## src/design/nts_dispatch_macros.svh

```systemverilog
`ifndef NTS_DISPATCH_MACROS_SVH
`define NTS_DISPATCH_MACROS_SVH

// --------------------
// Engine bank
// --------------------

// Number of engines behind the dispatcher, 1 to 8
`define NTS_ENGINES 2

// Cycles an engine stays busy after the last word of a frame
// Must be at least 2
`define NTS_ENGINE_DELAY 8

// --------------------
// Frame buffer
// --------------------

// Depth of the one-frame buffer in 64-bit words
`define NTS_FRAME_WORDS 16

`endif

```

## src/design/nts_bus_pkg.sv

```systemverilog
package nts_bus_pkg;

  // --------------------
  // Frame stream
  // --------------------

  // One frame word with its strobes
  // bytes is zero on every word except the last
  typedef struct packed {
    logic        start;
    logic        valid;
    logic [3:0]  bytes;
    logic [63:0] data;
  } nts_word_t;

  // --------------------
  // Engine lanes
  // --------------------

  // Input lane of one engine
  // Unselected lanes keep fifo_empty high
  typedef struct packed {
    logic      fifo_empty;
    nts_word_t word;
  } nts_dispatch_t;

endpackage

```

## src/design/nts_engine_pkg.sv

```systemverilog
package nts_engine_pkg;

  // --------------------
  // Time protocol header
  // --------------------

  // First 64 bits of the time packet, MSB first
  typedef struct packed {
    logic [1:0]  leap;
    logic [2:0]  version;
    logic [2:0]  mode;
    logic [7:0]  stratum;
    logic [7:0]  poll;
    logic [7:0]  precision;
    logic [31:0] root_delay;
  } nts_hdr_t;

  // Header view for decode, raw view for the checksum
  typedef union packed {
    nts_hdr_t    hdr;
    logic [63:0] raw;
  } nts_first_word_u;

  // --------------------
  // Engine digest
  // --------------------

  typedef struct packed {
    logic [2:0]  version;
    logic [2:0]  mode;
    // Up to 16 words per frame
    logic [4:0]  words;
    // Byte count of the final word
    logic [3:0]  bytes;
    // XOR of all data words
    logic [63:0] checksum;
  } nts_result_t;

endpackage

```

## src/design/nts_frame_buffer.sv

```systemverilog
`timescale 1ns/1ps
`include "nts_dispatch_macros.svh"

module nts_frame_buffer
  import nts_bus_pkg::*;
(
  input  logic        i_clk,
  input  logic        i_areset,
  input  logic        i_rx_valid,
  input  logic        i_rx_last,
  input  logic [3:0]  i_rx_bytes,
  input  logic [63:0] i_rx_data,
  input  logic        i_mux_busy,
  input  logic        i_mux_ready,
  output logic        o_rx_busy,
  output nts_word_t   o_word,
  output logic        o_discard
);

  localparam int DEPTH = `NTS_FRAME_WORDS;
  localparam int PTR_W = (DEPTH > 1) ? $clog2(DEPTH) : 1;
  localparam logic [PTR_W-1:0] PTR_MAX = PTR_W'(DEPTH - 1);

  localparam logic [2:0] ST_LOAD    = 3'd0;
  localparam logic [2:0] ST_WAIT    = 3'd1;
  localparam logic [2:0] ST_START   = 3'd2;
  localparam logic [2:0] ST_STREAM  = 3'd3;
  localparam logic [2:0] ST_DISCARD = 3'd4;

  logic [2:0]       state;
  logic [PTR_W-1:0] wr_ptr;
  logic [PTR_W-1:0] rd_ptr;
  logic [PTR_W-1:0] last_ptr;
  logic [3:0]       last_bytes;
  logic [63:0]      mem [DEPTH];
  logic             rd_last;

  assign rd_last   = (rd_ptr == last_ptr);
  assign o_rx_busy = (state != ST_LOAD);
  assign o_discard = (state == ST_DISCARD);

  // --------------------
  // Frame storage
  // --------------------

  always_ff @(posedge i_clk) begin
    if (state == ST_LOAD && i_rx_valid) begin
      mem[wr_ptr] <= i_rx_data;
    end
  end

  // --------------------
  // Control FSM
  // --------------------

  always_ff @(posedge i_clk or posedge i_areset) begin
    if (i_areset) begin
      state      <= ST_LOAD;
      wr_ptr     <= '0;
      rd_ptr     <= '0;
      last_ptr   <= '0;
      last_bytes <= '0;
    end else begin
      case (state)
        ST_LOAD: begin
          if (i_rx_valid) begin
            if (i_rx_last) begin
              last_ptr   <= wr_ptr;
              // A zero count would hide the end of frame from the engine
              last_bytes <= (i_rx_bytes == 4'd0) ? 4'd8 : i_rx_bytes;
              state      <= ST_WAIT;
            end else if (wr_ptr != PTR_MAX) begin
              wr_ptr <= wr_ptr + 1'b1;
            end
          end
        end
        // Hold until the mux has picked an engine
        ST_WAIT: begin
          if (!i_mux_busy) begin
            state <= ST_START;
          end
        end
        ST_START: begin
          rd_ptr <= '0;
          state  <= ST_STREAM;
        end
        ST_STREAM: begin
          if (i_mux_ready) begin
            if (rd_last) begin
              state <= ST_DISCARD;
            end else begin
              rd_ptr <= rd_ptr + 1'b1;
            end
          end
        end
        ST_DISCARD: begin
          wr_ptr <= '0;
          state  <= ST_LOAD;
        end
        default: state <= ST_LOAD;
      endcase
    end
  end

  // Word and strobes toward the mux
  always_comb begin
    o_word       = '0;
    o_word.start = (state == ST_START);
    if (state == ST_STREAM && i_mux_ready) begin
      o_word.valid = 1'b1;
      o_word.data  = mem[rd_ptr];
      o_word.bytes = rd_last ? last_bytes : 4'd0;
    end
  end

  a_start_not_valid: assert property (
    @(posedge i_clk) disable iff (i_areset)
    !(o_word.start && o_word.valid));

  a_discard_after_last: assert property (
    @(posedge i_clk) disable iff (i_areset)
    o_discard |-> $past(o_word.valid) && ($past(o_word.bytes) != 4'd0));

endmodule

```

## src/design/nts_dispatcher_mux.sv

```systemverilog
`timescale 1ns/1ps
`include "nts_dispatch_macros.svh"

module nts_dispatcher_mux
  import nts_bus_pkg::*;
(
  input  logic                              i_clk,
  input  logic                              i_areset,
  input  nts_word_t                         i_word,
  input  logic                              i_discard,
  input  logic [`NTS_ENGINES-1:0]           i_dispatch_busy,
  input  logic [`NTS_ENGINES-1:0]           i_dispatch_ready,
  output logic                              o_busy,
  output logic                              o_ready,
  output nts_dispatch_t [`NTS_ENGINES-1:0]  o_dispatch
);

  localparam int ENGINES = `NTS_ENGINES;
  localparam int IDX_W   = (ENGINES > 1) ? $clog2(ENGINES) : 1;

  localparam logic MUX_SEARCH = 1'b0;
  localparam logic MUX_REMAIN = 1'b1;

  // --------------------
  // Search registers
  // --------------------

  logic [ENGINES-1:0] idle_reg;
  logic               found_new;
  logic               found_reg;
  logic [IDX_W-1:0]   index_new;
  logic [IDX_W-1:0]   index_reg;

  // --------------------
  // Select registers
  // --------------------

  logic               mux_state;
  logic [IDX_W-1:0]   sel_index;
  // High from start until discard
  logic               frame_open;

  assign o_busy = (mux_state != MUX_REMAIN);

  // Lowest idle index wins, so scan from the top down
  always_comb begin
    found_new = 1'b0;
    index_new = '0;
    for (int i = ENGINES - 1; i >= 0; i--) begin
      if (idle_reg[i]) begin
        found_new = 1'b1;
        index_new = IDX_W'(i);
      end
    end
  end

  // Route the stream to the selected lane only
  always_comb begin
    o_ready = 1'b0;
    for (int i = 0; i < ENGINES; i++) begin
      o_dispatch[i]            = '0;
      o_dispatch[i].fifo_empty = 1'b1;
    end
    if (mux_state == MUX_REMAIN) begin
      o_ready                          = i_dispatch_ready[sel_index];
      o_dispatch[sel_index].word       = i_word;
      o_dispatch[sel_index].fifo_empty = i_discard;
    end
  end

  always_ff @(posedge i_clk or posedge i_areset) begin
    if (i_areset) begin
      idle_reg   <= '0;
      found_reg  <= 1'b0;
      index_reg  <= '0;
      mux_state  <= MUX_SEARCH;
      sel_index  <= '0;
      frame_open <= 1'b0;
    end else begin
      idle_reg  <= ~i_dispatch_busy;
      found_reg <= found_new;
      index_reg <= index_new;

      case (mux_state)
        MUX_SEARCH: begin
          if (found_reg) begin
            mux_state <= MUX_REMAIN;
            sel_index <= index_reg;
          end
        end
        MUX_REMAIN: begin
          // Frame done, look for the next idle engine
          if (i_discard) begin
            mux_state  <= MUX_SEARCH;
            frame_open <= 1'b0;
          end else if (i_word.start) begin
            frame_open <= 1'b1;
          end else if (!frame_open && found_reg) begin
            // No frame yet, keep to the lowest idle engine
            sel_index <= index_reg;
          end
        end
        default: mux_state <= MUX_SEARCH;
      endcase
    end
  end

  // A frame only starts on an engine that was idle
  a_start_idle: assert property (
    @(posedge i_clk) disable iff (i_areset)
    i_word.start |-> (mux_state == MUX_REMAIN) && idle_reg[sel_index]);

endmodule

```

## src/design/nts_engine_sink.sv

```systemverilog
`timescale 1ns/1ps
`include "nts_dispatch_macros.svh"

module nts_engine_sink
  import nts_bus_pkg::*;
  import nts_engine_pkg::*;
(
  input  logic          i_clk,
  input  logic          i_areset,
  input  nts_dispatch_t i_lane,
  output logic          o_busy,
  output logic          o_ready,
  output logic          o_result_valid,
  output nts_result_t   o_result
);

  localparam int DELAY = `NTS_ENGINE_DELAY;
  localparam int CNT_W = $clog2(DELAY + 1);

  logic             lane_start;
  logic             lane_valid;
  logic             lane_last;
  nts_first_word_u  first_word;

  logic             busy_reg;
  logic             counting;
  logic [CNT_W-1:0] delay_cnt;
  logic             result_valid;

  logic [4:0]       word_cnt;
  logic [63:0]      checksum;
  logic [2:0]       version;
  logic [2:0]       mode;
  logic [3:0]       last_bytes;

  assign lane_start = i_lane.word.start & ~i_lane.fifo_empty;
  assign lane_valid = i_lane.word.valid & ~i_lane.fifo_empty;
  assign lane_last  = lane_valid && (i_lane.word.bytes != 4'd0);

  assign first_word.raw = i_lane.word.data;

  // Busy already in the start cycle so the mux search sees it in time
  assign o_busy         = busy_reg | lane_start;
  assign o_ready        = ~counting;
  assign o_result_valid = result_valid;

  assign o_result.version  = version;
  assign o_result.mode     = mode;
  assign o_result.words    = word_cnt;
  assign o_result.bytes    = last_bytes;
  assign o_result.checksum = checksum;

  // --------------------
  // Busy and countdown
  // --------------------

  always_ff @(posedge i_clk or posedge i_areset) begin
    if (i_areset) begin
      busy_reg     <= 1'b0;
      counting     <= 1'b0;
      delay_cnt    <= '0;
      result_valid <= 1'b0;
    end else begin
      result_valid <= 1'b0;
      if (lane_start) begin
        busy_reg <= 1'b1;
      end
      if (lane_last) begin
        counting  <= 1'b1;
        delay_cnt <= CNT_W'(DELAY - 1);
      end else if (counting) begin
        if (delay_cnt <= CNT_W'(1)) begin
          counting     <= 1'b0;
          busy_reg     <= 1'b0;
          result_valid <= 1'b1;
        end else begin
          delay_cnt <= delay_cnt - 1'b1;
        end
      end
    end
  end

  // --------------------
  // Frame digest
  // --------------------

  always_ff @(posedge i_clk) begin
    if (lane_start) begin
      word_cnt <= '0;
      checksum <= '0;
    end else if (lane_valid) begin
      checksum <= checksum ^ first_word.raw;
      word_cnt <= word_cnt + 1'b1;
      // Header fields come from word 0 only
      if (word_cnt == 5'd0) begin
        version <= first_word.hdr.version;
        mode    <= first_word.hdr.mode;
      end
      if (lane_last) begin
        last_bytes <= i_lane.word.bytes;
      end
    end
  end

  a_no_valid_when_empty: assert property (
    @(posedge i_clk) disable iff (i_areset)
    i_lane.fifo_empty |-> !i_lane.word.valid);

endmodule

```

## src/design/nts_dispatch_top.sv

```systemverilog
`timescale 1ns/1ps
`include "nts_dispatch_macros.svh"

module nts_dispatch_top
  import nts_bus_pkg::*;
  import nts_engine_pkg::*;
(
  input  logic                            i_clk,
  input  logic                            i_areset,
  input  logic                            i_rx_valid,
  input  logic                            i_rx_last,
  input  logic [3:0]                      i_rx_bytes,
  input  logic [63:0]                     i_rx_data,
  output logic                            o_rx_busy,
  output logic [`NTS_ENGINES-1:0]         o_result_valid,
  output nts_result_t [`NTS_ENGINES-1:0]  o_result
);

  localparam int ENGINES = `NTS_ENGINES;

  nts_word_t                    buf_word;
  logic                         buf_discard;
  logic                         mux_busy;
  logic                         mux_ready;
  nts_dispatch_t [ENGINES-1:0]  lanes;
  logic [ENGINES-1:0]           eng_busy;
  logic [ENGINES-1:0]           eng_ready;

  nts_frame_buffer buffer_i (
    .i_clk       (i_clk),
    .i_areset    (i_areset),
    .i_rx_valid  (i_rx_valid),
    .i_rx_last   (i_rx_last),
    .i_rx_bytes  (i_rx_bytes),
    .i_rx_data   (i_rx_data),
    .i_mux_busy  (mux_busy),
    .i_mux_ready (mux_ready),
    .o_rx_busy   (o_rx_busy),
    .o_word      (buf_word),
    .o_discard   (buf_discard)
  );

  nts_dispatcher_mux mux_i (
    .i_clk            (i_clk),
    .i_areset         (i_areset),
    .i_word           (buf_word),
    .i_discard        (buf_discard),
    .i_dispatch_busy  (eng_busy),
    .i_dispatch_ready (eng_ready),
    .o_busy           (mux_busy),
    .o_ready          (mux_ready),
    .o_dispatch       (lanes)
  );

  // One engine per dispatch lane
  for (genvar g = 0; g < ENGINES; g++) begin : g_engine
    nts_engine_sink engine_i (
      .i_clk          (i_clk),
      .i_areset       (i_areset),
      .i_lane         (lanes[g]),
      .o_busy         (eng_busy[g]),
      .o_ready        (eng_ready[g]),
      .o_result_valid (o_result_valid[g]),
      .o_result       (o_result[g])
    );
  end

endmodule

```

## config.mk

```make
export PLATFORM = sky130hd
export DESIGN_NAME = nts_dispatch_top
export DESIGN_NICKNAME = d
export VERILOG_FILES = /design/src/design/nts_bus_pkg.sv /design/src/design/nts_engine_pkg.sv /design/src/design/nts_frame_buffer.sv /design/src/design/nts_dispatcher_mux.sv /design/src/design/nts_engine_sink.sv /design/src/design/nts_dispatch_top.sv
export VERILOG_INCLUDE_DIRS = /design/src /design/src/design
export SDC_FILE = /design/constraint.sdc
export NUM_CORES = 1
export LEC_CHECK = 0
export BUFFER_PORTS_ARGS = -buffer_cell sky130_fd_sc_hd__buf_2
export CORE_MARGIN = 10
export CORE_UTILIZATION = 50
export DETAILED_ROUTE_END_ITERATION = 8
export GPL_ROUTABILITY_DRIVEN = 1
export PLACE_DENSITY_LB_ADDON = 0.1
export SLEW_MARGIN = 20
export SYNTH_ARGS = -nofsm -noshare
export SYNTH_HDL_FRONTEND = slang
export SYNTH_SLANG_ARGS = --single-unit
```

## constraint.sdc

```tcl
create_clock -name i_clk -period 6 [get_ports i_clk]
set_clock_uncertainty 0.05 [all_clocks]
set_input_delay 1.2 -clock i_clk [delete_from_list [all_inputs] [get_ports i_clk]]
set_output_delay 1.2 -clock i_clk [all_outputs]
set_load 0.01 [all_outputs]
```

==> impl_metrics.csv <==
group,metric,value,unit
clock_network,cts-root-to-sink-buffers,3,
drt,first_iter_violations,2221,
die,ios,233,
finish,final_cell_mix,"edfxtp_1, mux2i_1, buf_2",
die,die_y,329,um
critical_path,critPathSlowestCell,"dfrtp_4",
power_and_ir_drop,sw_frac_of_total,29.7,%
power_and_ir_drop,max-vdd-ir-drop,0.368,mV
critical_path,startpoint,"buffer_i.rd_ptr[2]",
drt,drtAntennaViolNets,0,
finish,final_nets,3076,
die,initial_core_util,50.4,%
power_and_ir_drop,pwr-share-comb,22.5,%
power_and_ir_drop,powerDensity,435,nW/um2
logic_synthesis,yosysWarnings,0,
drt,drt-total-wl,119000,um
timing,rsz0062_at_grt,"no",
clock_network,cts_tree,"built",
clock_network,cts_hold_buf,0,
drt,drc,0,
timing,min_period_over_period,60.1,%
logic_synthesis,synth_cell_types,54,
critical_path,worstPathRequired,6.61,ns
finish,area_growth,14.5,%
critical_path,worst-path-buf-inv,1,
critical_path,critPathMaxStageDelay,1.07,ns
critical_path,rr_startpoint,"buffer_i.rd_ptr[2]",
critical_path,path_class,"flop to flop",
drt,vias,25854,
critical_path,end_kind,"flop",
clock_network,cts_made_buffers,130,
die,die_width,329,um
drt,vias_per_cell,5.92,
timing,post-route-min-period,3.60,ns
power_and_ir_drop,leakagePower,0.0188,uW
timing,fin_setup_tns,0,ns
finish,largest_reg_flops,1024,
global_routing,antenna_found_initial,12,
worst_hold_path,hold_depth,1,
logic_synthesis,ys_ff_latch,1222,
global_routing,grt_use_total,21.8,%
clock_network,post_cts_buffers,0,
critical_path,crit_arrival,4.22,ns
global_routing,grt_pass1_wl,175000,um
die,placementRows,113,
finish,utilization,57.7,%
finish,num-fill-cells,7164,
logic_synthesis,synth.avg_cell_area,17.5,um2
timing,hold_violations,0,
global_routing,grt_overflow_total,0,
run_status,outcome,"finished clean",
finish,regArea,35100,um2
logic_synthesis,ys_seq_area_share,73.4,%
logic_synthesis,synth-async-reset-ratio,3.27,%
drt,routedWlPerCell,27.2,um
finish,largestRegisters,"buffer_i.mem x1024, g_engine.engine_i.checksum x128, g_engine.engine_i.word_cnt x10",
clock_network,clock_sinks,1222,
critical_path,rr_worst_depth,6,
finish,final_common_cell,"edfxtp_1",
power_and_ir_drop,power_frac_seq,43.6,%
flow_run,drv_cap,0,
worst_hold_path,hp-class,"flop to flop",
logic_synthesis,synth-edff-count,1044,
critical_path,path_max_fanout,53,
power_and_ir_drop,p_int,16700,uW
placed_design,hpwl,70500,um
timing,finalSetupViolCount,0,
timing,worst_pin_slew,1.07,ns
power_and_ir_drop,switchingPower,7090,uW
clock_network,cts_root_buf,"clkbuf_16",
critical_path,crit_chain,"and2_4 -> buf_4 -> a221oi_1 -> a22oi_1 -> nand2b_1 -> mux2i_1",
clock_network,cts_htree_levels,4,
critical_path,crit_family,"flip-flops",
timing,relSlewSlack,28.3,%
logic_synthesis,synth_area,47800,um2
clock_network,clkTransAtPathRegs,0.06,ns
finish,drive_gt1_share,21.9,%
logic_synthesis,synthCells,2732,
die,dieArea,108000,um2
finish,multiInputGateArea,11800,um2
critical_path,reg2reg_to,"g_engine[1].engine_i.checksum[55]",
finish,largest-register,"buffer_i.mem",
placed_design,port_buffers,232,
clock_network,clk_latency,0.73,ns
logic_synthesis,synth_nets,2817,
logic_synthesis,synthFlopType,"edfxtp_1",
worst_hold_path,hp-start,"g_engine[1].engine_i.busy_reg",
global_routing,grt_max_degree,106,
timing,slew_violations,0,
die,core-area,94900,um2
clock_network,cts_resized,0,
critical_path,rrSetupSlack,2.40,ns
global_routing,grt_pass1_vias,26434,
placed_design,gp_congestion,0.780,
critical_path,worstSetupStartpointType,"flop",
worst_hold_path,hold-path-endpoint,"mux_i.idle_reg[1]",
drt,dr.pass1.iters,8,
power_and_ir_drop,pwr-share-clk,33.9,%
timing,clock.fmax,277,MHz
## synthesized netlist by cell type, types with 10 or more instances
cell / instances / area share, %
dfrtp_1: 40 / 2.1
xnor2_1: 24 / 0.44
o22ai_2: 19 / 0.50
and2_1: 11 / 0.14
o31ai_1: 14 / 0.22
o22ai_1: 23 / 0.30
nor2_1: 145 / 1.1
o211ai_1: 14 / 0.22
a21oi_1: 58 / 0.61
a221o_1: 62 / 1.3
buf_4: 15 / 0.24
dfxtp_1: 138 / 5.8
or3_1: 31 / 0.41
inv_1: 15 / 0.12
a31o_1: 22 / 0.40
a221oi_2: 26 / 0.82
nand2_1: 131 / 1.0
nand2b_1: 38 / 0.50
edfxtp_1: 1044 / 66
a22oi_1: 65 / 1.0
buf_2: 39 / 0.41
o21ai_0: 35 / 0.37
mux4_2: 99 / 4.7
clkbuf_1: 74 / 0.58
mux2i_1: 375 / 7.9
buf_1: 10 / 0.079
ha_1: 13 / 0.34
buf_6: 14 / 0.33
a221oi_1: 28 / 0.51
## how the worst max path moves through the flow
stage	endpoint	slack (ns)	cells after the start
4_1_cts	g_engine[1].engine_i.checksum[58]	2.39	7
5_1_grt	g_engine[1].engine_i.checksum[55]	2.23	6
6_report	g_engine[1].engine_i.checksum[55]	2.40	6
3_3_place_gp	buffer_i.mem[11][9]	1.94	6
2_1_floorplan	buffer_i.mem[7][0]	1.17	4
3_5_place_dp	buffer_i.mem[0][2]	2.05	6
## per-layer routing
| metal | global-route usage [%] | wire, um |
|---|---|---|
| met2 | 35.6 | 57600 |
| met1 | 29.6 | 50400 |
| met3 | 4.25 | 8010 |
| met4 | 6.17 | 2610 |
| met5 | 0 | 46 |
## area by class of cell
cell class              instances  area share, %
diodes                          1        0.00457
inverters                      16          0.110
repair buffers                293           3.34
flip-flops and latches       1222           64.2
well taps                    1265           2.89
clock buffers                 181           6.68
clock inverters                60           1.26
multi-input cells            1328           21.6
## logic make-up (layout without fill, tap and decap cells)
group / Yosys count / in the layout / synth area share, %
buffers and inverters: 182 / 550 / 2.29
adders and majority gates: 13 / 13 / 0.340
AOI/OAI and AO/OA: 391 / 391 / 6.69
and+or+nand+nor: 410 / 410 / 3.93
other: 0 / 1 / 0
muxes: 482 / 482 / 12.7
xor gates and xnor gates: 32 / 32 / 0.586
DFF: 1222 / 1222 / 73.4
## worst register-to-register path, delay by kind of cell, from the launching register on
family          cells  cell delay [ns]
mux                 1             0.19
buf+inv             1             0.57
compound gates      2             0.63
simple gates        2             1.03
flops               1             1.07
## per-stage QoR
step | cell area [um2] | hold slack [ns] | power (uW) | worst slack, ns | instances
2_1_floorplan | 47800 | 0.340 | 14600 | 1.17 | 2732
3_3_place_gp | 50300 | 0.354 | 15800 | 1.94 | 4122
3_5_place_dp | 50400 | 0.363 | 16000 | 2.05 | 4124
4_1_cts | 54800 | 0.372 | 24100 | 2.39 | 4365
5_1_grt | 54800 | 0.387 | 24900 | 2.23 | 4365
6_report | 54800 | 0.369 | 23800 | 2.40 | 4366
## power by group through the flow
| stage | clock [uW] | sequential (uW) | combinational [uW] |
|---|---|---|---|
| global placement | 0 | 10500 | 5290 |
| finish | 8080 | 10400 | 5360 |
| detailed placement | 0 | 10600 | 5410 |
| global route | 8580 | 10500 | 5810 |
| CTS | 8230 | 10400 | 5420 |
| floorplan | 0 | 10600 | 4090 |
Note: power is estimated with default switching activity, not from simulation.
